**src/verilog/tracker_config.svh**
```systemverilog
`ifndef TRACKER_CONFIG_SVH
`define TRACKER_CONFIG_SVH

//////////////////////////////////////////////////////////////////////
// colour classification, 4-bit channels
//////////////////////////////////////////////////////////////////////

// bright means strictly above this
`define TRK_BRIGHT_MIN 12
// dark means strictly below this
`define TRK_DARK_MAX 3

//////////////////////////////////////////////////////////////////////
// datapath widths and timing
//////////////////////////////////////////////////////////////////////

// screen coordinates, x < 320 and y < 240
`define TRK_X_W 9
`define TRK_Y_W 8
// per-frame pixel count and coordinate sums
`define TRK_COUNT_W 16
`define TRK_SUM_W 24
// sign-magnitude displacement
`define TRK_MAG_W 13
// frames per motion window
`define TRK_WINDOW 16
// one quotient bit per divider step
`define TRK_DIV_STEPS 24

`endif

```
**src/verilog/tracker_pkg.sv**
```systemverilog
`include "tracker_config.svh"

package tracker_pkg;

    //////////////////////////////////////////////////////////////////////
    // pixel input
    //////////////////////////////////////////////////////////////////////

    typedef logic [`TRK_X_W-1:0] coord_x_t;
    typedef logic [`TRK_Y_W-1:0] coord_y_t;

    // one decoded pixel, rgb is 4:4:4
    typedef struct packed {
        logic        valid;
        logic [11:0] rgb;
        coord_x_t    x;
        coord_y_t    y;
    } pixel_t;

    //////////////////////////////////////////////////////////////////////
    // per-frame statistics
    //////////////////////////////////////////////////////////////////////

    // one player's blob, 64 bits
    typedef struct packed {
        logic [`TRK_COUNT_W-1:0] count;
        logic [`TRK_SUM_W-1:0]   x_sum;
        logic [`TRK_SUM_W-1:0]   y_sum;
    } blob_sums_t;

    // both players plus end-of-window flag
    typedef struct packed {
        blob_sums_t p1;
        blob_sums_t p2;
        logic       window_end;
    } frame_stats_t;

    // found clear when the blob had no pixels
    typedef struct packed {
        logic     found;
        coord_x_t x;
        coord_y_t y;
    } centroid_t;

    //////////////////////////////////////////////////////////////////////
    // motion
    //////////////////////////////////////////////////////////////////////

    // neg set means moving toward lower coordinates
    typedef struct packed {
        logic                  neg;
        logic [`TRK_MAG_W-1:0] mag;
    } axis_motion_t;

    typedef struct packed {
        axis_motion_t dx;
        axis_motion_t dy;
    } motion_t;

endpackage

```
**src/verilog/blob_accumulator.sv**
```systemverilog
`timescale 1ns/1ps
`include "tracker_config.svh"

module blob_accumulator import tracker_pkg::*; (
    input  logic         clk_65mhz,
    input  logic         rst_n,
    input  pixel_t       pixel,
    input  logic         frame_done,
    output frame_stats_t stats,
    output logic         stats_strobe
);

    localparam int FRAME_W = $clog2(`TRK_WINDOW);

    logic [3:0] red;
    logic [3:0] green;
    logic [3:0] blue;
    logic is_p1;
    logic is_p2;
    blob_sums_t sums_p1;
    blob_sums_t sums_p2;
    logic [FRAME_W-1:0] frame_cnt;
    logic last_frame;

    //////////////////////////////////////////////////////////////////////
    // pixel classification
    //////////////////////////////////////////////////////////////////////

    assign red = pixel.rgb[11:8];
    assign green = pixel.rgb[7:4];
    assign blue = pixel.rgb[3:0];

    // strong red with almost no green or blue
    assign is_p1 = pixel.valid && (red > 4'(`TRK_BRIGHT_MIN))
        && (green < 4'(`TRK_DARK_MAX)) && (blue < 4'(`TRK_DARK_MAX));
    // white led has all three saturated
    assign is_p2 = pixel.valid && (red > 4'(`TRK_BRIGHT_MIN))
        && (green > 4'(`TRK_BRIGHT_MIN)) && (blue > 4'(`TRK_BRIGHT_MIN));

    // 16th frame of the window
    assign last_frame = (frame_cnt == FRAME_W'(`TRK_WINDOW - 1));

    //////////////////////////////////////////////////////////////////////
    // running sums and frame counter
    //////////////////////////////////////////////////////////////////////

    always_ff @(posedge clk_65mhz or negedge rst_n) begin
        if (!rst_n) begin
            sums_p1 <= '0;
            sums_p2 <= '0;
            frame_cnt <= '0;
            stats_strobe <= 1'b0;
        end else begin
            stats_strobe <= frame_done;
            if (frame_done) begin
                // never a valid pixel in this cycle, so just clear
                sums_p1 <= '0;
                sums_p2 <= '0;
                frame_cnt <= last_frame ? '0 : frame_cnt + 1'b1;
            end else if (is_p1) begin
                sums_p1.count <= sums_p1.count + 1'b1;
                sums_p1.x_sum <= sums_p1.x_sum
                    + {{(`TRK_SUM_W - `TRK_X_W){1'b0}}, pixel.x};
                sums_p1.y_sum <= sums_p1.y_sum
                    + {{(`TRK_SUM_W - `TRK_Y_W){1'b0}}, pixel.y};
            end else if (is_p2) begin
                sums_p2.count <= sums_p2.count + 1'b1;
                sums_p2.x_sum <= sums_p2.x_sum
                    + {{(`TRK_SUM_W - `TRK_X_W){1'b0}}, pixel.x};
                sums_p2.y_sum <= sums_p2.y_sum
                    + {{(`TRK_SUM_W - `TRK_Y_W){1'b0}}, pixel.y};
            end
        end
    end

    // frame summary, held until the next frame_done
    always_ff @(posedge clk_65mhz) begin
        if (frame_done) begin
            stats.p1 <= sums_p1;
            stats.p2 <= sums_p2;
            stats.window_end <= last_frame;
        end
    end

endmodule

```
**src/verilog/centroid_divider.sv**
```systemverilog
`timescale 1ns/1ps
`include "tracker_config.svh"

module centroid_divider import tracker_pkg::*; (
    input  logic       clk_65mhz,
    input  logic       rst_n,
    input  blob_sums_t sums,
    input  logic       window_end,
    input  logic       start,
    output centroid_t  centroid,
    output logic       window_end_out,
    output logic       centroid_strobe
);

    // partial remainder needs one bit over the divisor
    localparam int REM_W = `TRK_COUNT_W + 1;
    localparam int STEP_W = $clog2(`TRK_DIV_STEPS);
    localparam logic [STEP_W-1:0] LAST_STEP = STEP_W'(`TRK_DIV_STEPS - 1);

    logic busy;
    logic [STEP_W-1:0] step_cnt;
    logic [`TRK_COUNT_W-1:0] divisor;
    logic window_end_hold;
    logic [REM_W-1:0] x_rem;
    logic [REM_W-1:0] y_rem;
    // dividend shifts out the top, quotient shifts in the bottom
    logic [`TRK_SUM_W-1:0] x_quo;
    logic [`TRK_SUM_W-1:0] y_quo;
    logic [REM_W-1:0] x_rem_next;
    logic [REM_W-1:0] y_rem_next;
    logic [`TRK_SUM_W-1:0] x_quo_next;
    logic [`TRK_SUM_W-1:0] y_quo_next;

    //////////////////////////////////////////////////////////////////////
    // one restoring step
    //////////////////////////////////////////////////////////////////////

    function automatic logic [REM_W+`TRK_SUM_W-1:0] div_step(
        input logic [REM_W-1:0]        rem,
        input logic [`TRK_SUM_W-1:0]   quo,
        input logic [`TRK_COUNT_W-1:0] den
    );
        logic [REM_W-1:0] trial;
        trial = {rem[REM_W-2:0], quo[`TRK_SUM_W-1]};
        // subtract only when it fits, else restore
        if (trial >= {1'b0, den}) begin
            div_step = {trial - {1'b0, den}, quo[`TRK_SUM_W-2:0], 1'b1};
        end else begin
            div_step = {trial, quo[`TRK_SUM_W-2:0], 1'b0};
        end
    endfunction

    // x and y share the divisor
    assign {x_rem_next, x_quo_next} = div_step(x_rem, x_quo, divisor);
    assign {y_rem_next, y_quo_next} = div_step(y_rem, y_quo, divisor);

    //////////////////////////////////////////////////////////////////////
    // datapath
    //////////////////////////////////////////////////////////////////////

    always_ff @(posedge clk_65mhz) begin
        if (start) begin
            x_rem <= '0;
            y_rem <= '0;
            x_quo <= sums.x_sum;
            y_quo <= sums.y_sum;
            divisor <= sums.count;
            window_end_hold <= window_end;
        end else if (busy) begin
            x_rem <= x_rem_next;
            y_rem <= y_rem_next;
            x_quo <= x_quo_next;
            y_quo <= y_quo_next;
        end
    end

    //////////////////////////////////////////////////////////////////////
    // step control and result
    //////////////////////////////////////////////////////////////////////

    always_ff @(posedge clk_65mhz or negedge rst_n) begin
        if (!rst_n) begin
            busy <= 1'b0;
            step_cnt <= '0;
            centroid <= '0;
            window_end_out <= 1'b0;
            centroid_strobe <= 1'b0;
        end else begin
            centroid_strobe <= 1'b0;
            if (start) begin
                busy <= 1'b1;
                step_cnt <= '0;
            end else if (busy) begin
                step_cnt <= step_cnt + 1'b1;
                if (step_cnt == LAST_STEP) begin
                    // last step result goes straight to the output
                    busy <= 1'b0;
                    centroid_strobe <= 1'b1;
                    window_end_out <= window_end_hold;
                    centroid.found <= (divisor != '0);
                    // empty blob keeps the last position
                    if (divisor != '0) begin
                        centroid.x <= x_quo_next[`TRK_X_W-1:0];
                        centroid.y <= y_quo_next[`TRK_Y_W-1:0];
                    end
                end
            end
        end
    end

endmodule

```
**src/verilog/motion_accumulator.sv**
```systemverilog
`timescale 1ns/1ps
`include "tracker_config.svh"

module motion_accumulator import tracker_pkg::*; #(
    parameter type coord_t = coord_x_t
) (
    input  logic         clk_65mhz,
    input  logic         rst_n,
    input  coord_t       coord,
    input  logic         found,
    input  logic         update,
    input  logic         window_end,
    output axis_motion_t motion,
    output logic         motion_strobe
);

    localparam int CW = $bits(coord_t);

    coord_t prev;
    logic have_prev;
    logic [CW-1:0] diff_mag;
    logic diff_neg;
    axis_motion_t step_delta;
    axis_motion_t total;
    axis_motion_t total_next;

    //////////////////////////////////////////////////////////////////////
    // frame to frame delta, sign-magnitude
    //////////////////////////////////////////////////////////////////////

    always_comb begin
        diff_neg = (coord < prev);
        diff_mag = diff_neg ? prev - coord : coord - prev;
        step_delta.neg = diff_neg;
        step_delta.mag = {{(`TRK_MAG_W - CW){1'b0}}, diff_mag};
    end

    // add delta into the window total
    always_comb begin
        total_next = total;
        if (found && have_prev) begin
            if (step_delta.neg == total.neg) begin
                total_next.mag = total.mag + step_delta.mag;
            end else if (total.mag >= step_delta.mag) begin
                total_next.mag = total.mag - step_delta.mag;
            end else begin
                // delta wins, sign flips
                total_next.neg = step_delta.neg;
                total_next.mag = step_delta.mag - total.mag;
            end
            // zero is always positive
            if (total_next.mag == '0) begin
                total_next.neg = 1'b0;
            end
        end
    end

    //////////////////////////////////////////////////////////////////////
    // window total and output
    //////////////////////////////////////////////////////////////////////

    always_ff @(posedge clk_65mhz or negedge rst_n) begin
        if (!rst_n) begin
            have_prev <= 1'b0;
            total <= '0;
            motion <= '0;
            motion_strobe <= 1'b0;
        end else begin
            motion_strobe <= 1'b0;
            if (update) begin
                // first found centroid only seeds prev
                if (found) begin
                    have_prev <= 1'b1;
                end
                if (window_end) begin
                    motion <= total_next;
                    motion_strobe <= 1'b1;
                    total <= '0;
                end else begin
                    total <= total_next;
                end
            end
        end
    end

    // last found position
    always_ff @(posedge clk_65mhz) begin
        if (update && found) begin
            prev <= coord;
        end
    end

endmodule

```
**src/verilog/led_tracker_top.sv**
```systemverilog
`timescale 1ns/1ps

module led_tracker_top import tracker_pkg::*; (
    input  logic      clk_65mhz,
    input  logic      rst_n,
    input  pixel_t    pixel,
    input  logic      frame_done,
    output centroid_t centroid_p1,
    output centroid_t centroid_p2,
    output logic      centroid_p1_strobe,
    output logic      centroid_p2_strobe,
    output motion_t   motion_p1,
    output motion_t   motion_p2,
    output logic      motion_p1_strobe,
    output logic      motion_p2_strobe
);

    frame_stats_t stats;
    logic stats_strobe;
    logic window_end_p1;
    logic window_end_p2;
    // x and y of one player always fire together
    logic strobe_p1_x;
    logic strobe_p1_y;
    logic strobe_p2_x;
    logic strobe_p2_y;

    assign motion_p1_strobe = strobe_p1_x & strobe_p1_y;
    assign motion_p2_strobe = strobe_p2_x & strobe_p2_y;

    //////////////////////////////////////////////////////////////////////
    // per-frame sums and centroids
    //////////////////////////////////////////////////////////////////////

    blob_accumulator blob_accumulator_inst (
        .clk_65mhz    (clk_65mhz),
        .rst_n        (rst_n),
        .pixel        (pixel),
        .frame_done   (frame_done),
        .stats        (stats),
        .stats_strobe (stats_strobe)
    );

    // red led
    centroid_divider centroid_divider_p1_inst (
        .clk_65mhz       (clk_65mhz),
        .rst_n           (rst_n),
        .sums            (stats.p1),
        .window_end      (stats.window_end),
        .start           (stats_strobe),
        .centroid        (centroid_p1),
        .window_end_out  (window_end_p1),
        .centroid_strobe (centroid_p1_strobe)
    );

    // white led
    centroid_divider centroid_divider_p2_inst (
        .clk_65mhz       (clk_65mhz),
        .rst_n           (rst_n),
        .sums            (stats.p2),
        .window_end      (stats.window_end),
        .start           (stats_strobe),
        .centroid        (centroid_p2),
        .window_end_out  (window_end_p2),
        .centroid_strobe (centroid_p2_strobe)
    );

    //////////////////////////////////////////////////////////////////////
    // window motion, one accumulator per axis per player
    //////////////////////////////////////////////////////////////////////

    motion_accumulator #(.coord_t(coord_x_t)) motion_p1_x_inst (
        .clk_65mhz     (clk_65mhz),
        .rst_n         (rst_n),
        .coord         (centroid_p1.x),
        .found         (centroid_p1.found),
        .update        (centroid_p1_strobe),
        .window_end    (window_end_p1),
        .motion        (motion_p1.dx),
        .motion_strobe (strobe_p1_x)
    );

    motion_accumulator #(.coord_t(coord_y_t)) motion_p1_y_inst (
        .clk_65mhz     (clk_65mhz),
        .rst_n         (rst_n),
        .coord         (centroid_p1.y),
        .found         (centroid_p1.found),
        .update        (centroid_p1_strobe),
        .window_end    (window_end_p1),
        .motion        (motion_p1.dy),
        .motion_strobe (strobe_p1_y)
    );

    motion_accumulator #(.coord_t(coord_x_t)) motion_p2_x_inst (
        .clk_65mhz     (clk_65mhz),
        .rst_n         (rst_n),
        .coord         (centroid_p2.x),
        .found         (centroid_p2.found),
        .update        (centroid_p2_strobe),
        .window_end    (window_end_p2),
        .motion        (motion_p2.dx),
        .motion_strobe (strobe_p2_x)
    );

    motion_accumulator #(.coord_t(coord_y_t)) motion_p2_y_inst (
        .clk_65mhz     (clk_65mhz),
        .rst_n         (rst_n),
        .coord         (centroid_p2.y),
        .found         (centroid_p2.found),
        .update        (centroid_p2_strobe),
        .window_end    (window_end_p2),
        .motion        (motion_p2.dy),
        .motion_strobe (strobe_p2_y)
    );

endmodule

```
**config.mk**
```make
export PLATFORM = sky130hd
export DESIGN_NAME = led_tracker_top
export DESIGN_NICKNAME = d
export VERILOG_FILES = /design/src/verilog/tracker_pkg.sv /design/src/verilog/blob_accumulator.sv /design/src/verilog/centroid_divider.sv /design/src/verilog/motion_accumulator.sv /design/src/verilog/led_tracker_top.sv
export VERILOG_INCLUDE_DIRS = /design/src /design/src/verilog
export SDC_FILE = /design/constraint.sdc
export NUM_CORES = 1
export LEC_CHECK = 0
export BUFFER_PORTS_ARGS = -buffer_cell sky130_fd_sc_hd__clkbuf_2
export CORE_ASPECT_RATIO = 1.25
export CORE_UTILIZATION = 29
export DETAILED_ROUTE_END_ITERATION = 8
export GPL_TIMING_DRIVEN = 0
export PLACE_DENSITY_LB_ADDON = 0.3
export SLEW_MARGIN = 40
export SYNTH_ARGS = -nofsm -noshare
export SYNTH_HDL_FRONTEND = slang
export SYNTH_HIERARCHICAL = 1
export SYNTH_SLANG_ARGS = --single-unit
export TNS_END_PERCENT = 10
```
**constraint.sdc**
```tcl
create_clock -name clk_65mhz -period 5.9 [get_ports clk_65mhz]
set_clock_uncertainty 0.05 [all_clocks]
set_input_delay 1.475 -clock clk_65mhz [delete_from_list [all_inputs] [get_ports clk_65mhz]]
set_output_delay 1.475 -clock clk_65mhz [all_outputs]
set_load 0.02 [all_outputs]
```
**Word-level counts from Yosys, hierarchy flattened**

Cells that the tools add are included.

- Shifts and indexed selects: 0
- Div/mod/pow operators: 0
- Mux-type cells: 74
- Reduce and logical (&&, ||, !) cells: 28
- Multipliers: 0
- Equal/unequal tests: 8
- $lt $le $gt $ge: 17
- Bitwise gates (word level): 1
- Add/subtract/negate cells: 33

Operator list:

| kind | number |
|---|---|
| two-way mux 64 bit | 5 |
| two-way mux 24 bit | 8 |
| two-way mux 40 bit | 4 |
| two-way mux 13 bit | 12 |
| two-way mux 14 bit | 8 |
| greater-or-equal comparator 17 x 16 -> 1 bit | 4 |
| subtractor 16 bit | 4 |
| zero test 13 bit | 4 |
| adder 24 x 8 -> 24 bit | 2 |
| adder 24 x 9 -> 24 bit | 2 |
| subtractor 9 bit | 4 |
| adder 16 x 1 -> 16 bit (second input constant) | 2 |
| nonzero test 16 bit | 2 |
| subtractor 8 bit | 4 |
| two-way mux 1 bit | 28 |
| adder 13 x 8 -> 13 bit | 2 |
| adder 13 x 9 -> 13 bit | 2 |
| greater-or-equal comparator 13 x 8 -> 1 bit | 2 |
| greater-or-equal comparator 13 x 9 -> 1 bit | 2 |
| subtractor 13 x 8 -> 13 bit | 2 |
| subtractor 13 x 9 -> 13 bit | 2 |
| subtractor 8 x 13 -> 13 bit | 2 |
| subtractor 9 x 13 -> 13 bit | 2 |
| two-way mux 5 bit | 4 |
| 19 further kinds | 48 |

- Output and inout port bits: 96
- Bits in latches: 0
- Memories: 0
- Word-level logic and storage cells: 225
- Bits in read-only memories: 0
- Input port bits: 33
- RAM bits: 0
- Bits in registers: 657

**Logic depth before layout (Yosys ltp)**

Gate-level depths: netlist (run 1).

- Depth after elaboration: 10
- Gate-level depth with buffers: 24
- Gate-level depth less buffers: 23

**Hierarchy**

Netlist (run 1), hierarchy kept.

Modules (own cells, without submodules):

| module | seq. area each (µm²) | cells an instance | area each (µm²) | times used |
|---|---|---|---|---|
| blob_accumulator | 7201.9 | 1021 | 11908.9 | 1 |
| motion_accumulator (motion_p1_x_inst ...) | 1021.0 | 463 | 3952.5 | 2 |
| centroid_divider (centroid_divider_p2_inst) | 3243.1 | 594 | 6613.8 | 1 |
| centroid_divider (centroid_divider_p1_inst) | 3243.1 | 564 | 6486.2 | 1 |
| motion_accumulator (motion_p1_y_inst) | 991.0 | 428 | 3689.8 | 1 |
| motion_accumulator (motion_p2_y_inst) | 991.0 | 423 | 3574.7 | 1 |
| led_tracker_top | 0.0 | 2 | 12.5 | 1 |

**Least setup slack after synthesis (run 1)**

No wires, ideal clock.

- Path type: flip-flop to flip-flop
- Start point: register centroid_divider_p1_inst/centroid[0] (netlist bit)
- End point: register motion_p1_y_inst/total[13] (netlist bit)
- Clock period less this slack: 5.849 ns
- Path buffers: 1
- Setup slack: 0.051 ns
- Setup time: 0.121 ns
- Required time: 5.729 ns
- Stages on the path, launching flop included: 24
- Arrival time: 5.678 ns
- Path through: dfrtp_1 -> inv_1 -> ha_1 -> inv_1 -> fa_1 -> a211oi_1 -> or3_4 -> a21oi_1 -> nor2_1 -> clkbuf_1 -> mux2_2 -> a21oi_1 -> o21ai_0 -> xor2_1 -> ha_1 -> a21o_1 -> a211o_1 -> a211o_4 -> or3_1 -> a31oi_2 -> xnor2_1 -> or3_1 -> or3_1 -> a22o_1

- Word-level cells in the longest chain between the ends: 10
- Elaborated cells between the ends (all ways): 18
- Classes of those cells: add/sub (5); order compare (2); eq/ne (1); mux (9); reduce/logical (1)

RTL lines:

| what | RTL line | RTL |
|---|---|---|
| from (decl) | centroid_divider.sv:10 | `output centroid_t centroid,` |
| subtractor 8 bit / less-than comparator 8 bit (equally long branches) | motion_accumulator.sv:33, motion_accumulator.sv:32 |  |
| two-way mux 8 bit | motion_accumulator.sv:33 | `diff_mag = diff_neg ? prev - coord : coord - prev;` |
| subtractor 8 x 13 -> 13 bit, or another cell as far along | motion_accumulator.sv:49 | `total_next.mag = step_delta.mag - total.mag;` |
| two-way mux 13 bit | motion_accumulator.sv:44 | `end else if (total.mag >= step_delta.mag) begin` |
| two-way mux 13 bit | motion_accumulator.sv:42 | `if (step_delta.neg == total.neg) begin` |
| two-way mux 13 bit | motion_accumulator.sv:41 | `if (found && have_prev) begin` |
| zero test 13 bit | motion_accumulator.sv:52 | `if (total_next.mag == '0) begin` |
| two-way mux 1 bit (*) | motion_accumulator.sv:52 |  |
| two-way mux 14 bit (*) | motion_accumulator.sv:41 |  |
| two-way mux 14 bit (*) | motion_accumulator.sv:75 | `if (window_end) begin` |
| to (signal assigned) | motion_accumulator.sv:80 | `total <= total_next;` |
| to (decl) | motion_accumulator.sv:24 | `axis_motion_t total;` |

Every way passes the cells marked *; elsewhere a longest branch is shown, timed or not. The select of a mux whose other input is x is not followed.
A chain may end at the register's enable or synchronous reset.

**Worst setup path in the final report (run 1)**

- Start point: register centroid_divider_p1_inst/centroid[9] (netlist bit)
- End point: register motion_p1_x_inst/total[13] (netlist bit)

- Word-level cells in the longest chain between the ends: 10
- Elaborated cells between the ends (all ways): 18
- Classes of those cells: add/sub (5); order compare (2); eq/ne (1); mux (9); reduce/logical (1)

RTL lines:

| what | RTL line |
|---|---|
| subtractor 9 bit / less-than comparator 9 bit (equally long branches) | motion_accumulator.sv:33, motion_accumulator.sv:32 |
| two-way mux 9 bit | motion_accumulator.sv:33 |
| subtractor 9 x 13 -> 13 bit, or another cell as far along | motion_accumulator.sv:49 |
| two-way mux 13 bit | motion_accumulator.sv:44 |
| two-way mux 13 bit | motion_accumulator.sv:42 |
| two-way mux 13 bit | motion_accumulator.sv:41 |
| zero test 13 bit | motion_accumulator.sv:52 |
| two-way mux 1 bit (*) | motion_accumulator.sv:52 |
| two-way mux 14 bit (*) | motion_accumulator.sv:41 |
| two-way mux 14 bit (*) | motion_accumulator.sv:75 |
| to (signal assigned) | motion_accumulator.sv:80 |
| to (decl) | motion_accumulator.sv:24 |

Marked as above.

==> results of run 1 <==
[sequential cells by signal, summed over array words and instances (netlist names), 16 cells and up]
name / count
centroid_divider_p1_inst/x_rem: 16
centroid_divider_p1_inst/centroid: 18
blob_accumulator_inst/stats: 129
blob_accumulator_inst/sums_p2: 64
centroid_divider_p2_inst/centroid: 18
centroid_divider_p2_inst/y_rem: 16
centroid_divider_p1_inst/y_quo: 24
centroid_divider_p2_inst/x_rem: 16
centroid_divider_p2_inst/y_quo: 24
centroid_divider_p1_inst/x_quo: 24
centroid_divider_p2_inst/x_quo: 24
centroid_divider_p2_inst/divisor: 16
blob_accumulator_inst/sums_p1: 64
centroid_divider_p1_inst/divisor: 16
centroid_divider_p1_inst/y_rem: 16
[synthesized netlist by cell type, drive strengths merged (62+ instances only)]
cell	n	share of area, %
o21ai	226	2.8
nor2b	62	1.0
xor2	62	1.4
a21oi	243	3.1
nor2	251	2.4
mux2i	72	1.8
dfrtp	305	19
dfxtp	64	3.2
xnor2	109	2.4
ha	273	8.5
a211oi	75	1.5
clkbuf	115	1.1
a21o	67	1.3
nand3	101	1.3
inv	283	2.6
mux2	162	4.5
edfxtp	293	22
nand2	279	2.6
nor3	75	1.0
[critical path, cell delays in order, from the launching register on]
cell and delay, ns:
dfrtp_2 0.46, inv_4 0.09, ha_4 0.20, nor2b_4 0.13
o31a_4 0.39, a211o_4 0.40, mux2i_2 0.21, nand3_1 0.11
o21ai_2 0.24, o21ai_2 0.08, a221oi_2 0.30, buf_4 0.19
xnor2_4 0.07, ha_1 0.31, buf_6 0.14, nand3_4 0.09
nor3_4 0.05, or3_4 0.38, buf_8 0.14, nor2_4 0.19
a2111oi_4 0.09, a2111o_1 0.49, a221o_1 0.35, nor4_4 0.35
o22ai_2 0.11
[final timing paths]
kind	endpoint	startpoint	slack, ns
worst min-delay path	centroid_divider_p2_inst/divisor[0]	blob_accumulator_inst/stats[49]	0.36
worst max register to register	motion_p1_x_inst/total[13]	centroid_divider_p1_inst/centroid[9]	0.11
worst max-delay path	motion_p1_x_inst/total[13]	centroid_divider_p1_inst/centroid[9]	0.11
min in group asynchronous	motion_p2_x_inst/motion[7]	rst_n	0.70
max in group asynchronous	blob_accumulator_inst/sums_p1[30]	rst_n	3.71
worst min register to register	centroid_divider_p2_inst/divisor[0]	blob_accumulator_inst/stats[49]	0.36
[timing repair]
action                                 4_1_cts  5_1_grt
buffers inserted                            19       37
endpoints found under the hold margin        0        0
gates resized for setup                     68      125
cloned                                       0        0
pin swaps                                   19       59
setup endpoints to repair                   92       30
[routing by layer]
metal,GRT usage (%),routed length (um),vias up
met5,0,67,-
met4,6.53,4390,10
met3,2.43,4840,227
met2,28.1,56000,639
met1,19.7,49400,15300
li1,-,-,15100
[cell type report]
type,instances,area (sq um),area share (%)
multi-input cells,2851,21500,45.5
flip-flops and latches,662,17700,37.5
well taps,1848,2310,4.90
clock buffers,93,1970,4.17
repair buffers,192,1310,2.78
inverters,285,1080,2.28
plain buffers,157,741,1.57
clock inverters,41,576,1.22
diodes,4,10.0,0.0212
[cells in the final DEF, fill, tap and decap left out, types with 15 or more instances in the layout]
master     netlist  final
a211oi_1        66     59
a21o_1          67     66
a21oi_1        240    231
a31oi_1         28     23
and2_1          24     22
and3_1          27     27
buf_2           27     24
buf_4            1     54
clkbuf_1       115    120
clkbuf_16        0     73
clkbuf_2         0    131
dfrtp_1        305    292
dfxtp_1         64     64
edfxtp_1       293    293
fa_1            28     26
ha_1           273    261
inv_1          283    278
mux2_2         160    160
mux2i_1         72     67
nand2_1        279    277
nand2b_1        55     55
nand3_1        100     98
nand3b_1        16     16
nand4_1         55     55
nor2_1         247    241
nor2b_1         60     60
nor3_1          71     68
nor4_1          34     29
o211ai_1        38     38
o21a_1          30     30
o21ai_0        213    197
o21ai_1         10     19
o21bai_1        25     25
o22ai_1         54     52
o31ai_1         51     50
or2_2           15     15
or3_1           42     41
or4_1           20     20
xnor2_1        109    103
xor2_1          62     59
[metrics by stage]
stage	setup TNS [ns]	hold slack (ns)
floorplan	0	0.350
global placement	-1399.59	0.350
detailed placement	-37.98	0.355
CTS	-0.0347	0.365
global route	-0.215	0.373
finish	0	0.360
[where the power goes]
| part | switching, W | total (W) | internal, W |
|---|---|---|---|
| logic | 0.000526 | 0.000918 | 0.000392 |
| clock network | 0.00209 | 0.00486 | 0.00277 |
| registers | 0.0000958 | 0.00506 | 0.00496 |
[cells by family (layout without fill, tap and decap cells)]
kind of cell | count (synthesis) | count (layout) | share of synthesized area [%]
mux | 234 | 234 | 6.33
fa+ha+maj | 301 | 301 | 9.89
compound gates | 1033 | 1033 | 17.3
simple gates | 1112 | 1112 | 14.2
other cells | 0 | 4 | 0
flops | 662 | 662 | 44.1
xor+xnor | 171 | 171 | 3.73
buf+inv | 445 | 768 | 4.45
==> metrics.md, run 1 <==
| Metric | Value |
|---|---|
| CTS Hold Bufs | `0` |
| Initial Util | `29.2%` |
| Post-DRT Antenna Nets | `0` |
| Die area | `140000 sq um` |
| Maximum clock path buffer count | `3` |
| RSZ-0062 raised after global routing | `true` |
| Die H | `418 um` |
| Peak fanout along the critical path | `8` |
| Power Density | `230 nW/um^2` |
| Max Clk Rate | `173 MHz` |
| Synth cell types | `108` |
| Worst-Margin Slew | `0.863 ns` |
| Die width | `335 um` |
| DR WL/cell | `18.7 um` |
| Max-slew violations | `0` |
| Final setup violation count | `0` |
| FP Rows | `152` |
| Layout cells sized above 1 | `16.8%` |
| YS warnings | `6` |
| GP Congestion | `0.892` |
| Worst Path Required | `6.37 ns` |
| Worst R2R Path Depth | `24` |
| CTS tree | `done` |
| EDFF count, synth | `293` |
| Yosys reg bits | `662` |
| Clk Latency, worst-skew pair | `0.67 ns` |
| Final Cycle Share | `98.1%` |
| DR vias | `31300` |
| Vias per cell | `5.10` |
| Placed Instances | `5943` |
| Residual DRC | `0` |
| 1st-iter DRT viols | `1700` |
| # nets final | `4555` |
| Async SR Flop Fraction | `46.1%` |
| Largest net degree at the start of global routing | `68` |
| Worst vdd ir | `179 uV` |
| Pre-CTS setup slack | `-1.36 ns` |
| Mean Syn Cell Area | `10.2 sq um` |
| CTS root buffer | `clkbuf_16` |
| Final Non-Filler Cells | `6133` |
| Final Power | `0.0108 W` |
| Sink Count | `662` |
| Post-Syn Instances | `3958` |
| Hold Path Class | `reg2reg` |
| Final Worst Setup Slack | `0.113 ns` |
| Filler cells | `13900` |
| Kind of critical path | `reg2reg` |
| Post-synth net total | `4292` |
| Netlist Area Pre-Place | `40200 sq um` |
| Gr ovfl total | `0` |
| Arrival @ worst endpoint | `6.26 ns` |
| Core area | `138000 sq um` |
| DR pass1 iterations | `5` |
| H-tree levels | `3` |
| Max_cap viols | `0` |
| Area growth syn-to-layout | `17.5%` |
| First-pass GRT wire length | `179000 um` |
| WL final | `115000 um` |
| Clk pin slew, worst setup/hold paths | `0.06 ns` |
| Placed Area | `43400 sq um` |
| Util after Layout | `34.4%` |
| Top Ports | `129` |
| Port Buffers | `128` |
| Tmin final | `5.79 ns` |
| Detailed placer's ending HPWL | `85600 um` |
| Relative slew slack | `42.4%` |
| Post-route cell area | `47200 sq um` |
| Leading register cell type out of synthesis | `dfrtp_1` |
| Startpoint Class | `flop` |
| CP endpoint kind | `flop` |
| Num CTS Buffers | `72` |
| GR Util All Layers | `16.1%` |
| Register area share after synthesis | `44.1%` |
| Hold depth | `0` |
| Outcome | `complete, no violations` |
| Hold Violations, Final | `0` |
| Vias in the first global route | `31200` |
| Leakage | `19.8 nW` |
| Initial antenna violation count | `11` |
(Power assumes the default switching activity.)
==> run 2: changes to the inputs <==
Settings changed: PLACE_DENSITY_LB_ADDON 0.3 to 0.2.
==> metrics.md, run 2 (synthesized netlist as in run 1, its figures left out) <==
| Metric | Value |
|---|---|
| Vias in the first global route | `31200` |
| Max Clk Rate | `174 MHz` |
| Reg2reg start | `centroid_divider_p1_inst/centroid[0]` |
| H-tree levels | `3` |
| CTS tree | `done` |
| Port Buffers | `128` |
| Sum Neg Setup Slack | `0 ns` |
| Worst stage delay on the critical path | `0.49 ns` |
| CTS root buffer | `clkbuf_16` |
| Initial Util | `29.2%` |
| Sink Count | `662` |
| Max-slew violations | `0` |
| Critical path's slowest cell | `a211oi_4` |
| Top Ports | `129` |
| Commonest non-fill, non-tap cell in the layout | `edfxtp_1` |
| Relative slew slack | `44.8%` |
| Largest Register | `blob_accumulator_inst/stats` |
| 1st-iter DRT viols | `1747` |
| Regs by FF count | `blob_accumulator_inst/stats: 129 flops, blob_accumulator_inst/sums_p1: 64 flops, blob_accumulator_inst/sums_p2: 64 flops` |
| # nets final | `4567` |
| Kind of critical path | `reg2reg` |
| Vias per cell | `5.08` |
| DR WL/cell | `19.3 um` |
| Placed Instances | `5944` |
| Area growth syn-to-layout | `17.3%` |
| Outcome | `complete, no violations` |
| Worst reg2reg setup slack | `0.16 ns` |
| Final setup violation count | `0` |
| Maximum clock path buffer count | `3` |
| Largest net degree at the start of global routing | `59` |
| Hold_sp | `blob_accumulator_inst/stats[122]` |
| Post-DRT Antenna Nets | `0` |
| Residual DRC | `0` |
| Die width | `335 um` |
| Area of the multi-input gates | `21400 sq um` |
| Largest delay share family, worst path | `compound AO/OA/AOI/OAI gates` |
| FP Rows | `152` |
| Core area | `138000 sq um` |
| Peak fanout along the critical path | `5` |
| Final Cycle Share | `97.3%` |
| Register area | `17700 sq um` |
| Initial antenna violation count | `6` |
| Max_cap viols | `0` |
| Startpoint Class | `flop` |
| Gr ovfl total | `0` |
| Util after Layout | `34.3%` |
| Filler cells | `14000` |
| GR Util All Layers | `16.7%` |
| CP endpoint kind | `flop` |
| Min Hold Slack | `0.368 ns` |
| Worst vdd ir | `188 uV` |
| Arrival @ worst endpoint | `6.26 ns` |
| Worst Path Required | `6.42 ns` |
| Leakage | `19.8 nW` |
| Hold Path Class | `reg2reg` |
| Detailed placer's ending HPWL | `89300 um` |
| Buffer and inverter count on the worst path | `4` |
| Hold Violations, Final | `0` |
| Placed Area | `43500 sq um` |
| Die H | `418 um` |
| Num CTS Buffers | `75` |
| Final Non-Filler Cells | `6144` |
| Power Density | `229 nW/um^2` |
| Clk pin slew, worst setup/hold paths | `0.06 ns` |
| WL final | `119000 um` |
| Clk Latency, worst-skew pair | `0.69 ns` |
| Die area | `140000 sq um` |
| First-pass GRT wire length | `184000 um` |
| DR vias | `31200` |
| Most frequent cells in the layout | `edfxtp_1, dfrtp_1, inv_1, nand2_1, ha_1` |
| DR pass1 iterations | `5` |
| Critical Path Source | `centroid_divider_p1_inst/centroid[0]` |
| Worst-Margin Slew | `0.829 ns` |
| Max FFs per register | `129` |
| RSZ-0062 raised after global routing | `true` |
| Tmin final | `5.74 ns` |
| CTS Hold Bufs | `0` |
| Post-route cell area | `47100 sq um` |
| Layout cells sized above 1 | `16.7%` |
| GP Congestion | `0.878` |
-- run 2: cell types whose count changed in the layout (fill, tap and decap cells not counted), moves of 3 or more --
cell / change
a21oi_2: +3
buf_4: +6
clkbuf_1: +4
clkinv_1: +5
clkinv_4: -3
inv_6: -3
o21ai_0: +7
o21ai_1: -6
-- run 2: report_power, final --
part,switching (W),leakage (nW),internal (W)
clock,0.00206,1.20,0.00272
sequential,0.000104,7.77,0.00497
combinational,0.000540,10.8,0.000395
-- run 2: path summary, 6_finish.rpt --
check,endpoint,cells after the start
worst min register to register,centroid_divider_p1_inst/divisor[9],0
worst max-delay path,motion_p1_y_inst/total[13],25
worst max register to register,motion_p1_y_inst/total[13],25
min in group asynchronous,motion_p2_y_inst/motion[11],2
max in group asynchronous,centroid_divider_p1_inst/centroid[13],5
worst min-delay path,centroid_divider_p1_inst/divisor[9],0
-- run 2: area by class of cell --
class                           instances  area share (%)
Antenna cell                            3          0.0159
Clock inverter                         38           0.971
Clock buffer                           99            4.30
Buffer                                156            1.54
Tap cell                             1848            4.90
Sequential cell                       662            37.6
Timing Repair Buffer                  201            3.00
Multi-Input combinational cell       2852            45.4
Inverter                              285            2.28
-- run 2: through the flow --
stage          setup WS (ns)  power [W]
2_1_floorplan         0.0511    0.00576
3_5_place_dp           -1.26    0.00610
4_1_cts              -0.0118     0.0110
3_3_place_gp           -4.56    0.00608
5_1_grt              -0.0989     0.0112
6_report               0.159     0.0108
-- run 2: per-layer routing --
metal	wire length [um]	part of all wire [%]	GRT usage (%)
met3	4120	3.5	1.87
met4	3490	2.9	5.95
met1	51200	43	20.6
met5	12	0.010	0
met2	59800	50	30.0
-- run 2: worst register-to-register path: cells and delay by family, from the launching register on --
kind | cells | cell delay (ns)
adder cells (fa/ha/maj) | 3 | 0.76
AO/OA/AOI/OAI | 11 | 2.47
AND/OR/NAND/NOR | 3 | 0.67
flip-flops | 1 | 0.39
buffers and inverters | 4 | 0.46
multiplexers | 3 | 0.65
XOR/XNOR | 1 | 0.17
-- run 2: repair_timing --
| item | in CTS | in global routing |
|---|---|---|
| gates resized for setup | 81 | 88 |
| endpoints found under the setup margin | 94 | 31 |
| gates cloned | 0 | 1 |
| pin swaps | 15 | 64 |
| buffers inserted | 16 | 46 |
